==> src/mul_arith_pkg.sv <==
// datapath widths, the carry-save stage word and prefix cells shared by the multiplier blocks.
package mul_arith_pkg;

  // ########################################
  // widths
  // ########################################

  localparam int OPERAND_W     = 16;
  localparam int PRODUCT_W     = 32;
  localparam int FIRST_CSA_ROW = 2;                   // rows 0 and 1 come from the seed.
  localparam int PREFIX_LEVELS = $clog2(PRODUCT_W);   // log-depth tree.

  typedef logic [OPERAND_W-1:0] operand_t;
  typedef logic [PRODUCT_W-1:0] product_t;

  // word passed from stage to stage down the array.
  typedef struct packed {
    logic     valid;
    operand_t x;
    operand_t y;
    product_t sum;
    product_t carry;
  } csa_word_t;

  // ########################################
  // prefix cells
  // ########################################

  // black cell, returns {group generate, group propagate}.
  function automatic logic [1:0] prefix_black(input logic g_hi, input logic p_hi,
                                              input logic g_lo, input logic p_lo);
    return {g_hi | (p_hi & g_lo), p_hi & p_lo};
  endfunction

  // grey cell, lower group already reaches bit 0 so only generate is needed.
  function automatic logic prefix_grey(input logic g_hi, input logic p_hi,
                                       input logic g_lo);
    return g_hi | (p_hi & g_lo);
  endfunction

endpackage

==> src/mul_hs_pkg.sv <==
// operand bundle carried across the four-phase input channel of the multiplier.
package mul_hs_pkg;

  // both operands travel together under one req_in.
  typedef struct packed {
    mul_arith_pkg::operand_t x;
    mul_arith_pkg::operand_t y;
  } mul_operands_t;

endpackage

==> src/pp_seed.sv <==
// first pipeline stage, registers partial-product rows 0 and 1 as the initial sum and carry.
`timescale 1ns/10ps

module pp_seed (
  input  logic                     clk,
  input  logic                     rst,
  input  mul_arith_pkg::csa_word_t launch,
  output mul_arith_pkg::csa_word_t seed
);
  import mul_arith_pkg::*;

  product_t row0;
  product_t row1;

  always_comb begin
    row0 = PRODUCT_W'(launch.y & {OPERAND_W{launch.x[0]}});
    // row 1 sits one place up, so it can ride in the carry slot.
    row1 = PRODUCT_W'(launch.y & {OPERAND_W{launch.x[1]}}) << 1;
  end

  always_ff @(posedge clk) begin
    seed.x     <= launch.x;
    seed.y     <= launch.y;
    seed.sum   <= row0;
    seed.carry <= row1;
    if (rst) begin
      seed.valid <= 1'b0;
    end else begin
      seed.valid <= launch.valid;
    end
  end

endmodule

==> src/csa_stage.sv <==
// one registered carry-save row, adds partial product ROW into the running sum and carry.
`timescale 1ns/10ps

module csa_stage #(
  parameter int ROW = mul_arith_pkg::FIRST_CSA_ROW
) (
  input  logic                     clk,
  input  logic                     rst,
  input  mul_arith_pkg::csa_word_t acc_in,
  output mul_arith_pkg::csa_word_t acc_out
);
  import mul_arith_pkg::*;

  product_t row_pp;
  product_t fa_sum;
  product_t fa_cy;

  always_comb begin
    row_pp = PRODUCT_W'(acc_in.y & {OPERAND_W{acc_in.x[ROW]}}) << ROW;
    // a full adder per bit column.
    fa_sum = acc_in.sum ^ acc_in.carry ^ row_pp;
    fa_cy  = (acc_in.sum & acc_in.carry) | (row_pp & (acc_in.sum ^ acc_in.carry));
  end

  always_ff @(posedge clk) begin
    acc_out.x     <= acc_in.x;
    acc_out.y     <= acc_in.y;
    acc_out.sum   <= fa_sum;
    acc_out.carry <= fa_cy << 1;   // carries weigh one column more.
    if (rst) begin
      acc_out.valid <= 1'b0;
    end else begin
      acc_out.valid <= acc_in.valid;
    end
  end

endmodule

==> src/prefix_adder.sv <==
// final registered stage, resolves the carry-save pair into the product with a prefix tree.
`timescale 1ns/10ps

module prefix_adder (
  input  logic                     clk,
  input  logic                     rst,
  input  mul_arith_pkg::csa_word_t acc_in,
  output logic                     sum_valid,
  output mul_arith_pkg::product_t  sum
);
  import mul_arith_pkg::*;

  // group generate and propagate after each tree level.
  logic [PRODUCT_W-1:0] g [PREFIX_LEVELS+1];
  logic [PRODUCT_W-1:0] p [PREFIX_LEVELS+1];
  product_t             carry_in;
  product_t             sum_d;

  // ########################################
  // prefix tree
  // ########################################

  always_comb begin
    g[0] = acc_in.sum & acc_in.carry;
    p[0] = acc_in.sum ^ acc_in.carry;
    for (int l = 0; l < PREFIX_LEVELS; l++) begin
      for (int i = 0; i < PRODUCT_W; i++) begin
        if (i < (1 << l)) begin
          // already complete down to bit 0.
          g[l+1][i] = g[l][i];
          p[l+1][i] = p[l][i];
        end else if (i < (2 << l)) begin
          // lower group reaches bit 0 here.
          g[l+1][i] = prefix_grey(g[l][i], p[l][i], g[l][i-(1<<l)]);
          p[l+1][i] = p[l][i];
        end else begin
          {g[l+1][i], p[l+1][i]} = prefix_black(g[l][i], p[l][i],
                                                g[l][i-(1<<l)], p[l][i-(1<<l)]);
        end
      end
    end
    // carry out of the top bit is dropped, the product fits.
    carry_in = {g[PREFIX_LEVELS][PRODUCT_W-2:0], 1'b0};
    sum_d    = p[0] ^ carry_in;
  end

  // ########################################
  // output register
  // ########################################

  always_ff @(posedge clk) begin
    sum <= sum_d;
    if (rst) begin
      sum_valid <= 1'b0;
    end else begin
      sum_valid <= acc_in.valid;
    end
  end

endmodule

==> src/mul_handshake.sv <==
// four-phase input and output channels, launches one multiplication and holds its product.
`timescale 1ns/10ps

module mul_handshake (
  input  logic                       clk,
  input  logic                       rst,
  input  logic                       req_in,
  output logic                       ack_in,
  input  mul_hs_pkg::mul_operands_t  op_in,
  output mul_arith_pkg::csa_word_t   launch,
  input  logic                       sum_valid,
  input  mul_arith_pkg::product_t    sum,
  output logic                       req_out,
  input  logic                       ack_out,
  output mul_arith_pkg::product_t    product
);

  // idle, computing, offering the result, waiting for ack_out to drop.
  typedef enum logic [1:0] {
    ST_IDLE,
    ST_CALC,
    ST_REQ,
    ST_DONE
  } hs_state_t;

  hs_state_t state;
  logic      start;

  // new request, previous input phase finished.
  assign start   = (state == ST_IDLE) && req_in && !ack_in;
  assign req_out = (state == ST_REQ);

  // ########################################
  // control
  // ########################################

  always_ff @(posedge clk) begin
    if (rst) begin
      state  <= ST_IDLE;
      ack_in <= 1'b0;
    end else begin
      case (state)
        ST_IDLE: if (start) state <= ST_CALC;
        ST_CALC: if (sum_valid) state <= ST_REQ;
        ST_REQ:  if (ack_out) state <= ST_DONE;
        ST_DONE: if (!ack_out) state <= ST_IDLE;
        default: state <= ST_IDLE;
      endcase
      if (start) begin
        ack_in <= 1'b1;
      end else if (!req_in) begin
        ack_in <= 1'b0;   // return to zero.
      end
    end
  end

  // ########################################
  // datapath ends
  // ########################################

  always_ff @(posedge clk) begin
    if (start) begin
      launch.x     <= op_in.x;
      launch.y     <= op_in.y;
      launch.sum   <= '0;
      launch.carry <= '0;
    end
    if (rst) begin
      launch.valid <= 1'b0;
    end else begin
      launch.valid <= start;   // one cycle only.
    end
  end

  // held until the next launch completes.
  always_ff @(posedge clk) begin
    if (state == ST_CALC && sum_valid) begin
      product <= sum;
    end
  end

endmodule

==> src/csa_mul_top.sv <==
// top level of the pipelined 16x16 multiplier, seed, carry-save array, prefix adder, handshake.
`timescale 1ns/10ps

module csa_mul_top (
  input  logic                      clk,
  input  logic                      rst,
  input  logic                      req_in,
  output logic                      ack_in,
  input  mul_hs_pkg::mul_operands_t op_in,
  output logic                      req_out,
  input  logic                      ack_out,
  output mul_arith_pkg::product_t   product
);
  import mul_arith_pkg::*;

  csa_word_t launch;
  csa_word_t acc [FIRST_CSA_ROW:OPERAND_W];   // acc[r] feeds the stage for row r.
  logic      sum_valid;
  product_t  sum;

  mul_handshake i_handshake (
    .clk       (clk),
    .rst       (rst),
    .req_in    (req_in),
    .ack_in    (ack_in),
    .op_in     (op_in),
    .launch    (launch),
    .sum_valid (sum_valid),
    .sum       (sum),
    .req_out   (req_out),
    .ack_out   (ack_out),
    .product   (product)
  );

  pp_seed i_seed (
    .clk    (clk),
    .rst    (rst),
    .launch (launch),
    .seed   (acc[FIRST_CSA_ROW])
  );

  // one registered row per remaining partial product.
  for (genvar r = FIRST_CSA_ROW; r < OPERAND_W; r++) begin : g_row
    csa_stage #(
      .ROW (r)
    ) i_stage (
      .clk     (clk),
      .rst     (rst),
      .acc_in  (acc[r]),
      .acc_out (acc[r+1])
    );
  end

  prefix_adder i_adder (
    .clk       (clk),
    .rst       (rst),
    .acc_in    (acc[OPERAND_W]),
    .sum_valid (sum_valid),
    .sum       (sum)
  );

endmodule

==> config.mk <==
export PLATFORM = sky130hd
export DESIGN_NAME = csa_mul_top
export DESIGN_NICKNAME = d
export VERILOG_FILES = /design/src/mul_arith_pkg.sv /design/src/mul_hs_pkg.sv /design/src/pp_seed.sv /design/src/csa_stage.sv /design/src/prefix_adder.sv /design/src/mul_handshake.sv /design/src/csa_mul_top.sv
export SDC_FILE = /design/constraint.sdc
export NUM_CORES = 1
export LEC_CHECK = 0
export BUFFER_PORTS_ARGS = -buffer_cell sky130_fd_sc_hd__buf_2
export CORE_MARGIN = 8
export CORE_UTILIZATION = 57
export CTS_BUF_LIST = sky130_fd_sc_hd__clkbuf_4 sky130_fd_sc_hd__clkbuf_8
export DETAILED_ROUTE_END_ITERATION = 8
export PLACE_DENSITY = 0.74
export SLEW_MARGIN = 20
export SYNTH_ARGS = -nofsm -noshare
export SYNTH_HDL_FRONTEND = slang
export SYNTH_HIERARCHICAL = 1
export SYNTH_SLANG_ARGS = --single-unit
==> constraint.sdc <==
create_clock -name clk -period 5.7 [get_ports clk]
set_input_delay 0.57 -clock clk [delete_from_list [all_inputs] [get_ports clk]]
set_output_delay 0.57 -clock clk [all_outputs]
set_load 0.005 [all_outputs]
==> flow_summary.json, run 1 <==
{
  "row_count": 100,
  "htreeDepth": 4,
  "syn_area_mm2": 0.0425,
  "cts_setup_buffers": 0,
  "drv_slew": 0,
  "critical_path_buf_inv_count": 0,
  "cts.path.max_buffers": 3,
  "initial_core_util_pct": 57.3,
  "nets": 4098,
  "insertion_delay_ns": 0.80,
  "critical-path-top-delay-family": "compound AO/OA/AOI/OAI gates",
  "wl_per_cell_um": 10.3,
  "ir_worst_vdd_mv": 0.281,
  "fillers": 5384,
  "ant_nets": 0,
  "syn_to_final_growth_pct": 12.6,
  "track_usage_pct": 12.3,
  "path_class": "flip-flop to flip-flop",
  "whs_endpoint": "i_seed/seed[96]",
  "routed_wl_um": 48600,
  "p_per_area_mw_per_mm2": 555,
  "cts_tree": "built",
  "fin_skew_ns": 0.0243,
  "period_share_pct": 44.7,
  "rsz0062_at_grt": "false",
  "p_switching_mw": 7.35,
  "min_from": "rst",
  "p_int_mw": 19.2,
  "hold_class": "input pin to flip-flop",
  "clk_pin_slew_ns": 0.06,
  "p_seq_share_pct": 51.5,
  "seq_area_mm2": 0.0278,
  "fmax_ghz": 0.392,
  "grt_max_degree": 33,
  "swShare_pct": 27.7,
  "drive_above_1_share_pct": 12.8,
  "syn_inst": 3337,
  "p_clk_share_pct": 29.1,
  "power_frac_comb_pct": 19.4,
  "io_buffers": 69,
  "crit_path_max_fanout": 5,
  "dp_hpwl_um": 32900,
  "root_buffer": "clkbuf_8",
  "die_w_um": 289,
  "crit_top_cell": "o21ai_0",
  "drc": 0,
  "endpoint_kind": "flip-flop",
  "grt_pass1_wl_um": 85900,
  "ios": 70,
  "vias_per_cell": 4.11,
  "status": "finished, final reports clean",
  "dp.cells": 4328,
  "ff2ff_setup_slack_ns": 3.15,
  "overflow": 0,
  "grt_pass1_vias": 19964,
  "antenna_found_initial": 1,
  "multiInputGateArea_mm2": 0.0106,
  "die_area_mm2": 0.0836,
  "numCtsBuffers": 196,
  "ys_warn_count": 6,
  "setup_viol": 0,
  "cts_sinks": 1359,
  "core_area_mm2": 0.0742,
  "finalNonFillerCells": 4708,
  "required_ns": 6.39,
  "cap_violations": 0,
  "finalHoldViolCount": 0,
  "tightest_slew_ns": 0.707,
  "whs_path_depth": 2,
  "cp_cell_sequence": "ha_1 > o21ai_0 > o21bai_1 > o21ai_0 > nand3b_1 > a31oi_1 > o21ai_0 > xnor2_1",
  "slew_headroom_pct": 52.8,
  "startpoint_type": "flip-flop",
  "routabilityCongestion": 0.726,
  "worstRegToRegCells": 8,
  "tns_ns": 0,
  "worst_path_max_delay_cell": "o21ai_0",
  "drt-pass1-iter-count": 4,
  "utilization_pct": 64.5,
  "r2r-end": "i_adder/sum[27]",
  "drtIter0Drc": 534,
  "p_leak_nw": 23.7,
  "ctsResizeCount": 0,
  "rr_startpoint": "g_row[15].i_stage/acc_out[2]",
  "cp.arrival_ns": 3.24,
  "slowest_delay_ns": 0.56,
  "die_y_um": 289,
  "cts_hold_buf": 33,
  "min_period_ns": 2.55,
  "dr_total_vias": 19334,
  "syn_avg_cell_area_um2": 12.7
}
## state kept, by name, indices dropped and copies added, names as in the netlist
signal and count:
g_row.i_stage/acc_out 1195, i_adder/sum 32, i_adder/sum_valid 1, i_handshake/ack_in 1, i_handshake/launch 33, i_handshake/product 32, i_handshake/state 2, i_seed/seed 63
## cells in the final DEF (no fill, tap or decap), types with 14 or more instances in the layout
master / instances
conb_1: 46
dlygate4sd3_1: 33
ha_1: 246
nor2_1: 26
dfxtp_1: 1295
fa_1: 225
inv_1: 905
and2_1: 22
clkbuf_8: 234
edfxtp_1: 64
nand2_2: 42
xnor2_1: 18
buf_2: 69
o21ai_0: 25
xor2_1: 27
clkinv_2: 14
a21oi_1: 27
clkbuf_4: 75
nor2b_1: 16
nand2_1: 198
## routing by layer
layer / up-vias / track usage (%) / share of wire (%)
li1: 10156 / - / -
met1: 8842 / 14.1 / 45
met2: 234 / 21.4 / 49
met3: 102 / 3.61 / 4.2
met4: 0 / 5.56 / 2.3
met5: - / 0 / 0
## worst max-delay path by stage
stage	startpoint	to	slack, ns	cells past startpoint
finish	g_row[15].i_stage/acc_out[2]	i_adder/sum[27]	3.15	8
detailed placement	g_row[15].i_stage/acc_out[2]	i_adder/sum[27]	3.09	8
global placement	g_row[15].i_stage/acc_out[1]	i_adder/sum[26]	3.09	8
CTS	g_row[15].i_stage/acc_out[2]	i_adder/sum[27]	3.06	8
floorplan	i_handshake/state[0]	i_handshake/launch[64]	3.20	4
global route	g_row[15].i_stage/acc_out[2]	i_adder/sum[27]	2.96	8
## power by group through the flow
stage | logic (mW) | clock network, mW | registers (mW)
floorplan | 4.31 | 0 | 13.5
global placement | 4.97 | 0 | 13.9
detailed placement | 5.23 | 0 | 13.9
CTS | 5.34 | 8.00 | 13.7
global route | 6.35 | 8.46 | 14.0
finish | 5.16 | 7.72 | 13.7
## per-stage QoR
stage               power, mW  instance area, um^2  setup WS (ns)  hold slack [ns]
floorplan                17.8                42600           3.20            0.310
global placement         18.8                43400           3.09            0.310
detailed placement       19.1                43400           3.09            0.312
CTS                      27.1                47900           3.06           0.0575
global route             28.8                47900           2.96           0.0957
finish                   26.6                47900           3.15            0.155
## final cells by class
class	count	share of cell area, %
antenna	2	0.0105
clock buffer	309	7.90
clock inverter	35	0.734
inverter	905	7.10
multi-input combinational	1025	22.1
sequential	1359	58.2
tap	969	2.53
timing repair buffer	104	1.47
Power figures use the tool's default switching activity.
==> run 2, diff against run 1 <==
- clock period: 5.7 -> 2.4 ns (I/O delays scaled with it)
==> run 2 against run 1 <==
Register-to-register slack worse by 3.0 ns. Clock power increased to 2.5 times the previous value. Die area unchanged. Sequential cell count stayed put. Via count rose by 0.48%. Critical path depth rose by 2. Sequential share of layout area fell by 0.58 points. Setup slack lost 3.0 ns.
==> flow_summary.json, run 2 (synthesized netlist as in run 1, its figures left out) <==
{
  "fin_area_mm2": 0.0484,
  "grt_max_degree": 33,
  "required_ns": 3.07,
  "dr_total_vias": 19427,
  "overflow": 0,
  "critPathLaunch": "g_row[15].i_stage/acc_out[9]",
  "crit_path_max_fanout": 7,
  "post-place-ws_ns": 0.0254,
  "wl_per_cell_um": 10.3,
  "die_area_mm2": 0.0836,
  "track_usage_pct": 12.4,
  "routabilityCongestion": 0.753,
  "htreeDepth": 4,
  "drtIter0Drc": 532,
  "worst_path_max_delay_cell": "ha_1",
  "setup_viol": 0,
  "finalHoldViolCount": 0,
  "row_count": 100,
  "routed_wl_um": 48900,
  "p_per_area_mw_per_mm2": 1330,
  "cp_cell_sequence": "ha_1 > a211oi_1 > nor3b_1 > buf_4 > o211ai_1 > nand3_1 > a21oi_1 > buf_4 > o31ai_1 > xor2_1",
  "core_area_mm2": 0.0742,
  "crit_top_cell": "buf_4",
  "ff2ff_setup_slack_ns": 0.19,
  "clk_pin_slew_ns": 0.06,
  "rsz0062_at_grt": "false",
  "slowest_delay_ns": 0.39,
  "reg_top3": "g_row.i_stage/acc_out (1195), i_seed/seed (63), i_handshake/launch (33)",
  "endpoint": "i_adder/sum[26]",
  "setup_ws_ns": 0.186,
  "ant_nets": 0,
  "tns_ns": 0,
  "dpl_cell_area_mm2": 0.0435,
  "ir_worst_vdd_mv": 0.622,
  "fmax_ghz": 0.452,
  "cts_sinks": 1359,
  "ios": 70,
  "rr_startpoint": "g_row[15].i_stage/acc_out[9]",
  "tightest_slew_ns": 0.718,
  "r2r-end": "i_adder/sum[26]",
  "cap_violations": 0,
  "initial_core_util_pct": 57.3,
  "startpoint_type": "flip-flop",
  "root_buffer": "clkbuf_8",
  "hold_class": "input pin to flip-flop",
  "fin_skew_ns": 0.0339,
  "die_y_um": 289,
  "status": "finished, final reports clean",
  "nets": 4121,
  "drc": 0,
  "path_class": "flip-flop to flip-flop",
  "io_buffers": 69,
  "whs_path_depth": 2,
  "largest_reg_flops": 1195,
  "antenna_found_initial": 1,
  "period_share_pct": 92.3,
  "numCtsBuffers": 196,
  "drv_slew": 0,
  "p_leak_nw": 23.9,
  "vias_per_cell": 4.09,
  "grt_pass1_vias": 20239,
  "regMostFlops": "g_row.i_stage/acc_out",
  "final_cell_mix": "1295 x dfxtp_1, 905 x inv_1, 250 x clkbuf_8",
  "p_total_mw": 64.3,
  "die_w_um": 289,
  "insertion_delay_ns": 0.80,
  "worstRegToRegCells": 10,
  "cts_tree": "built",
  "endpoint_kind": "flip-flop",
  "cts.path.max_buffers": 3,
  "dp_hpwl_um": 32700,
  "grt_pass1_wl_um": 86600,
  "layout_commonest_cell": "dfxtp_1",
  "min_period_ns": 2.21,
  "drive_above_1_share_pct": 13.9,
  "slew_headroom_pct": 52.1,
  "cp.arrival_ns": 2.89,
  "drt-pass1-iter-count": 4,
  "syn_to_final_growth_pct": 13.7
}
## run 2: changes by cell type in the layout (fill, tap and decap cells not counted), sizes merged
cell,change
diode,-1
dlygate4sd3,+3
bufinv,+1
clkinv,+2
buf,+20
clkbuf,+16
clkinvlp,-1
## run 2: metal layers
layer | vias to the layer above | global-route usage (%) | wire length [um]
met5 | - | 0 | 0
met4 | 0 | 6.32 | 1450
met3 | 120 | 3.47 | 1920
met2 | 238 | 21.7 | 24100
met1 | 8852 | 13.8 | 21400
li1 | 10217 | - | -
## run 2: power by group
group	internal (mW)	switching, mW
registers	30.2	2.24
logic	5.24	7.34
clock network	11.1	8.21
## run 2: through the flow
step	cells	hold WS, ns	util, %
after floorplan	3368	0.310	-
after global placement	4349	0.310	58.7
after detailed placement	4349	0.312	58.7
after CTS	4747	0.0299	65.2
after global routing	4748	0.0685	65.2
final	4748	0.142	65.2
## run 2: critical path: cells and delay by family, from the launching register on
family / cells / cell delay [ns]
buffers and inverters: 2 / 0.30
AOI/OAI and AO/OA: 4 / 0.69
xor gates and xnor gates: 1 / 0.16
and+or+nand+nor: 2 / 0.24
adders and majority gates: 1 / 0.39
DFF: 1 / 0.30
## run 2: area by class of cell
cell class	instances	area (um^2)
diodes	1	2.50
clock buffers	325	4000
clock inverters	37	433
fillers	5279	25800
inverters	905	3400
multi-input cells	1025	10600
flip-flops and latches	1359	27800
well taps	969	1210
repair buffers	127	871
## run 2: worst min path at each step
stage	from	end	slack (ns)
after floorplan	g_row[9].i_stage/acc_out[91]	g_row[10].i_stage/acc_out[91]	0.31
after CTS	op_in[24]	i_handshake/launch[88]	0.03
final	op_in[14]	i_handshake/launch[78]	0.14
after detailed placement	g_row[9].i_stage/acc_out[94]	g_row[10].i_stage/acc_out[94]	0.31
after global placement	g_row[4].i_stage/acc_out[93]	g_row[5].i_stage/acc_out[93]	0.31
after global routing	op_in[24]	i_handshake/launch[88]	0.07
## run 2: timing repair
item,CTS,global route
hold endpoints to repair,52,0
setup endpoints to repair,1,4
resized for setup,1,4
pin swaps,0,0
setup buffers,0,0
hold buffers,36,0
==> run 3, diff against run 2 <==
- CORE_UTILIZATION: 57 -> 50
- PLACE_DENSITY: 0.74 -> 0.67
==> run 3 against run 2 <==
Sequential cell count unchanged. Power shrank 1.1%. Sequential power is essentially flat. Sequential share of layout area fell by 0.067 points. Register-to-register slack about the same. Cell area is 0.12% higher. Clock skew decreased by 0.00098 ns. Worst hold slack worse by 0.0067 ns. Core utilization shrank 8.0 points. Cell count increased by 3.4%. Count of clock-buffer cells in the layout shrank 7. Critical path type unchanged. Largest cell class unchanged.
==> flow_summary.json, run 3 (synthesized netlist as in run 1, its figures left out) <==
{
  "layout_commonest_cell": "dfxtp_1",
  "syn_to_final_growth_pct": 13.8,
  "finalNonFillerCells": 4910,
  "row_count": 107,
  "regMostFlops": "g_row.i_stage/acc_out",
  "core_area_mm2": 0.0847,
  "p_per_area_mw_per_mm2": 1310,
  "wl_per_cell_um": 9.50,
  "dr_total_vias": 19233,
  "ios": 70,
  "setup_ws_ns": 0.191,
  "startpoint_type": "flip-flop",
  "fin_skew_ns": 0.0329,
  "die_area_mm2": 0.0947,
  "period_share_pct": 92.0,
  "routabilityCongestion": 0.735,
  "cts.path.max_buffers": 3,
  "path_class": "flip-flop to flip-flop",
  "initial_core_util_pct": 50.2,
  "hold_class": "input pin to flip-flop",
  "track_usage_pct": 10.4,
  "fillers": 6854,
  "htreeDepth": 4,
  "root_buffer": "clkbuf_8",
  "final_cell_mix": "1295 x dfxtp_1, 905 x inv_1, 247 x clkbuf_8",
  "reg_top3": "g_row.i_stage/acc_out (1195), i_seed/seed (63), i_handshake/launch (33)",
  "tns_ns": 0,
  "die_y_um": 308,
  "p_leak_nw": 23.8,
  "die_w_um": 308,
  "dp.cells": 4512,
  "finalHoldViolCount": 0,
  "dp_hpwl_um": 31500,
  "grt_pass1_vias": 19697,
  "fmax_ghz": 0.453,
  "drv_slew": 0,
  "slew_headroom_pct": 52.0,
  "min_period_ns": 2.21,
  "io_buffers": 69,
  "drive_above_1_share_pct": 13.5,
  "drtIter0Drc": 441,
  "crit_path_max_fanout": 5,
  "grt_pass1_wl_um": 83900,
  "antenna_found_initial": 1,
  "tightest_slew_ns": 0.719,
  "drt-pass1-iter-count": 4,
  "endpoint_kind": "flip-flop",
  "drc": 0,
  "cts_sinks": 1359,
  "insertion_delay_ns": 0.81,
  "rsz0062_at_grt": "false",
  "whs_ns": 0.135,
  "post-place-ws_ns": 0.0134,
  "overflow": 0,
  "cp.arrival_ns": 2.90,
  "clk_pin_slew_ns": 0.06,
  "grt_max_degree": 33,
  "dpl_cell_area_mm2": 0.0437,
  "cap_violations": 0,
  "cts_tree": "built",
  "numCtsBuffers": 202,
  "fin_area_mm2": 0.0484,
  "required_ns": 3.09,
  "routed_wl_um": 46600,
  "status": "finished, final reports clean",
  "setup_viol": 0,
  "ant_nets": 0,
  "nets": 4115,
  "ir_worst_vdd_mv": 0.575,
  "largest_reg_flops": 1195,
  "vias_per_cell": 3.92
}
[run 3: stage by stage]
stage / util, % / power [mW]
2_1_floorplan: - / 42.4
6_report: 57.1 / 63.6
3_5_place_dp: 51.5 / 45.4
4_1_cts: 57.1 / 64.9
3_3_place_gp: 51.5 / 44.8
5_1_grt: 57.1 / 69.2
[run 3: power breakdown]
part / switching [mW] / total, mW / internal (mW)
clock: 7.94 / 19.0 / 11.0
sequential: 2.17 / 32.4 / 30.2
combinational: 7.20 / 12.3 / 5.06
[run 3: layout make-up]
cell class / instances / area (um^2) / share of cell area (%)
Sequential cell: 1359 / 27800 / 57.5
Multi-Input combinational cell: 1025 / 10600 / 21.9
Clock buffer: 318 / 3930 / 8.12
Inverter: 905 / 3400 / 7.02
Tap cell: 1144 / 1430 / 2.96
Clock inverter: 41 / 400 / 0.827
Timing Repair Buffer: 115 / 781 / 1.61
Antenna cell: 3 / 7.51 / 0.0155
[run 3: path summary, 6_finish.rpt]
kind,start,endpoint,slack [ns],depth (start not counted)
worst min register to register,g_row[13].i_stage/acc_out[95],g_row[14].i_stage/acc_out[95],0.31,0
worst max register to register,g_row[15].i_stage/acc_out[2],i_adder/sum[27],0.19,9
worst max-delay path,g_row[15].i_stage/acc_out[2],i_adder/sum[27],0.19,9
worst min-delay path,op_in[10],i_handshake/launch[74],0.14,2
[run 3: worst max-delay path, cell delays in order, from the launching register on]
cell      delay [ns]
dfxtp_1         0.30
ha_1            0.36
o21ai_0         0.28
o21bai_1        0.15
o21ai_0         0.17
buf_4           0.16
nand3b_1        0.12
a31oi_2         0.27
o21ai_0         0.14
xnor2_1         0.14
[run 3: repair_timing]
action | 4_1_cts | 5_1_grt
setup endpoints to repair | 1 | 10
buffers inserted | 0 | 0
endpoints found under the hold margin | 52 | 0
gates resized for setup | 1 | 10
pin swaps | 0 | 0
hold buffers | 36 | 0
[run 3: routing by layer]
metal / routed length [um] / part of all wire (%) / track usage (%)
met5: 0 / 0 / 0
met4: 1520 / 3.3 / 5.34
met3: 2410 / 5.2 / 3.60
met2: 21800 / 47 / 17.3
met1: 20900 / 45 / 11.9
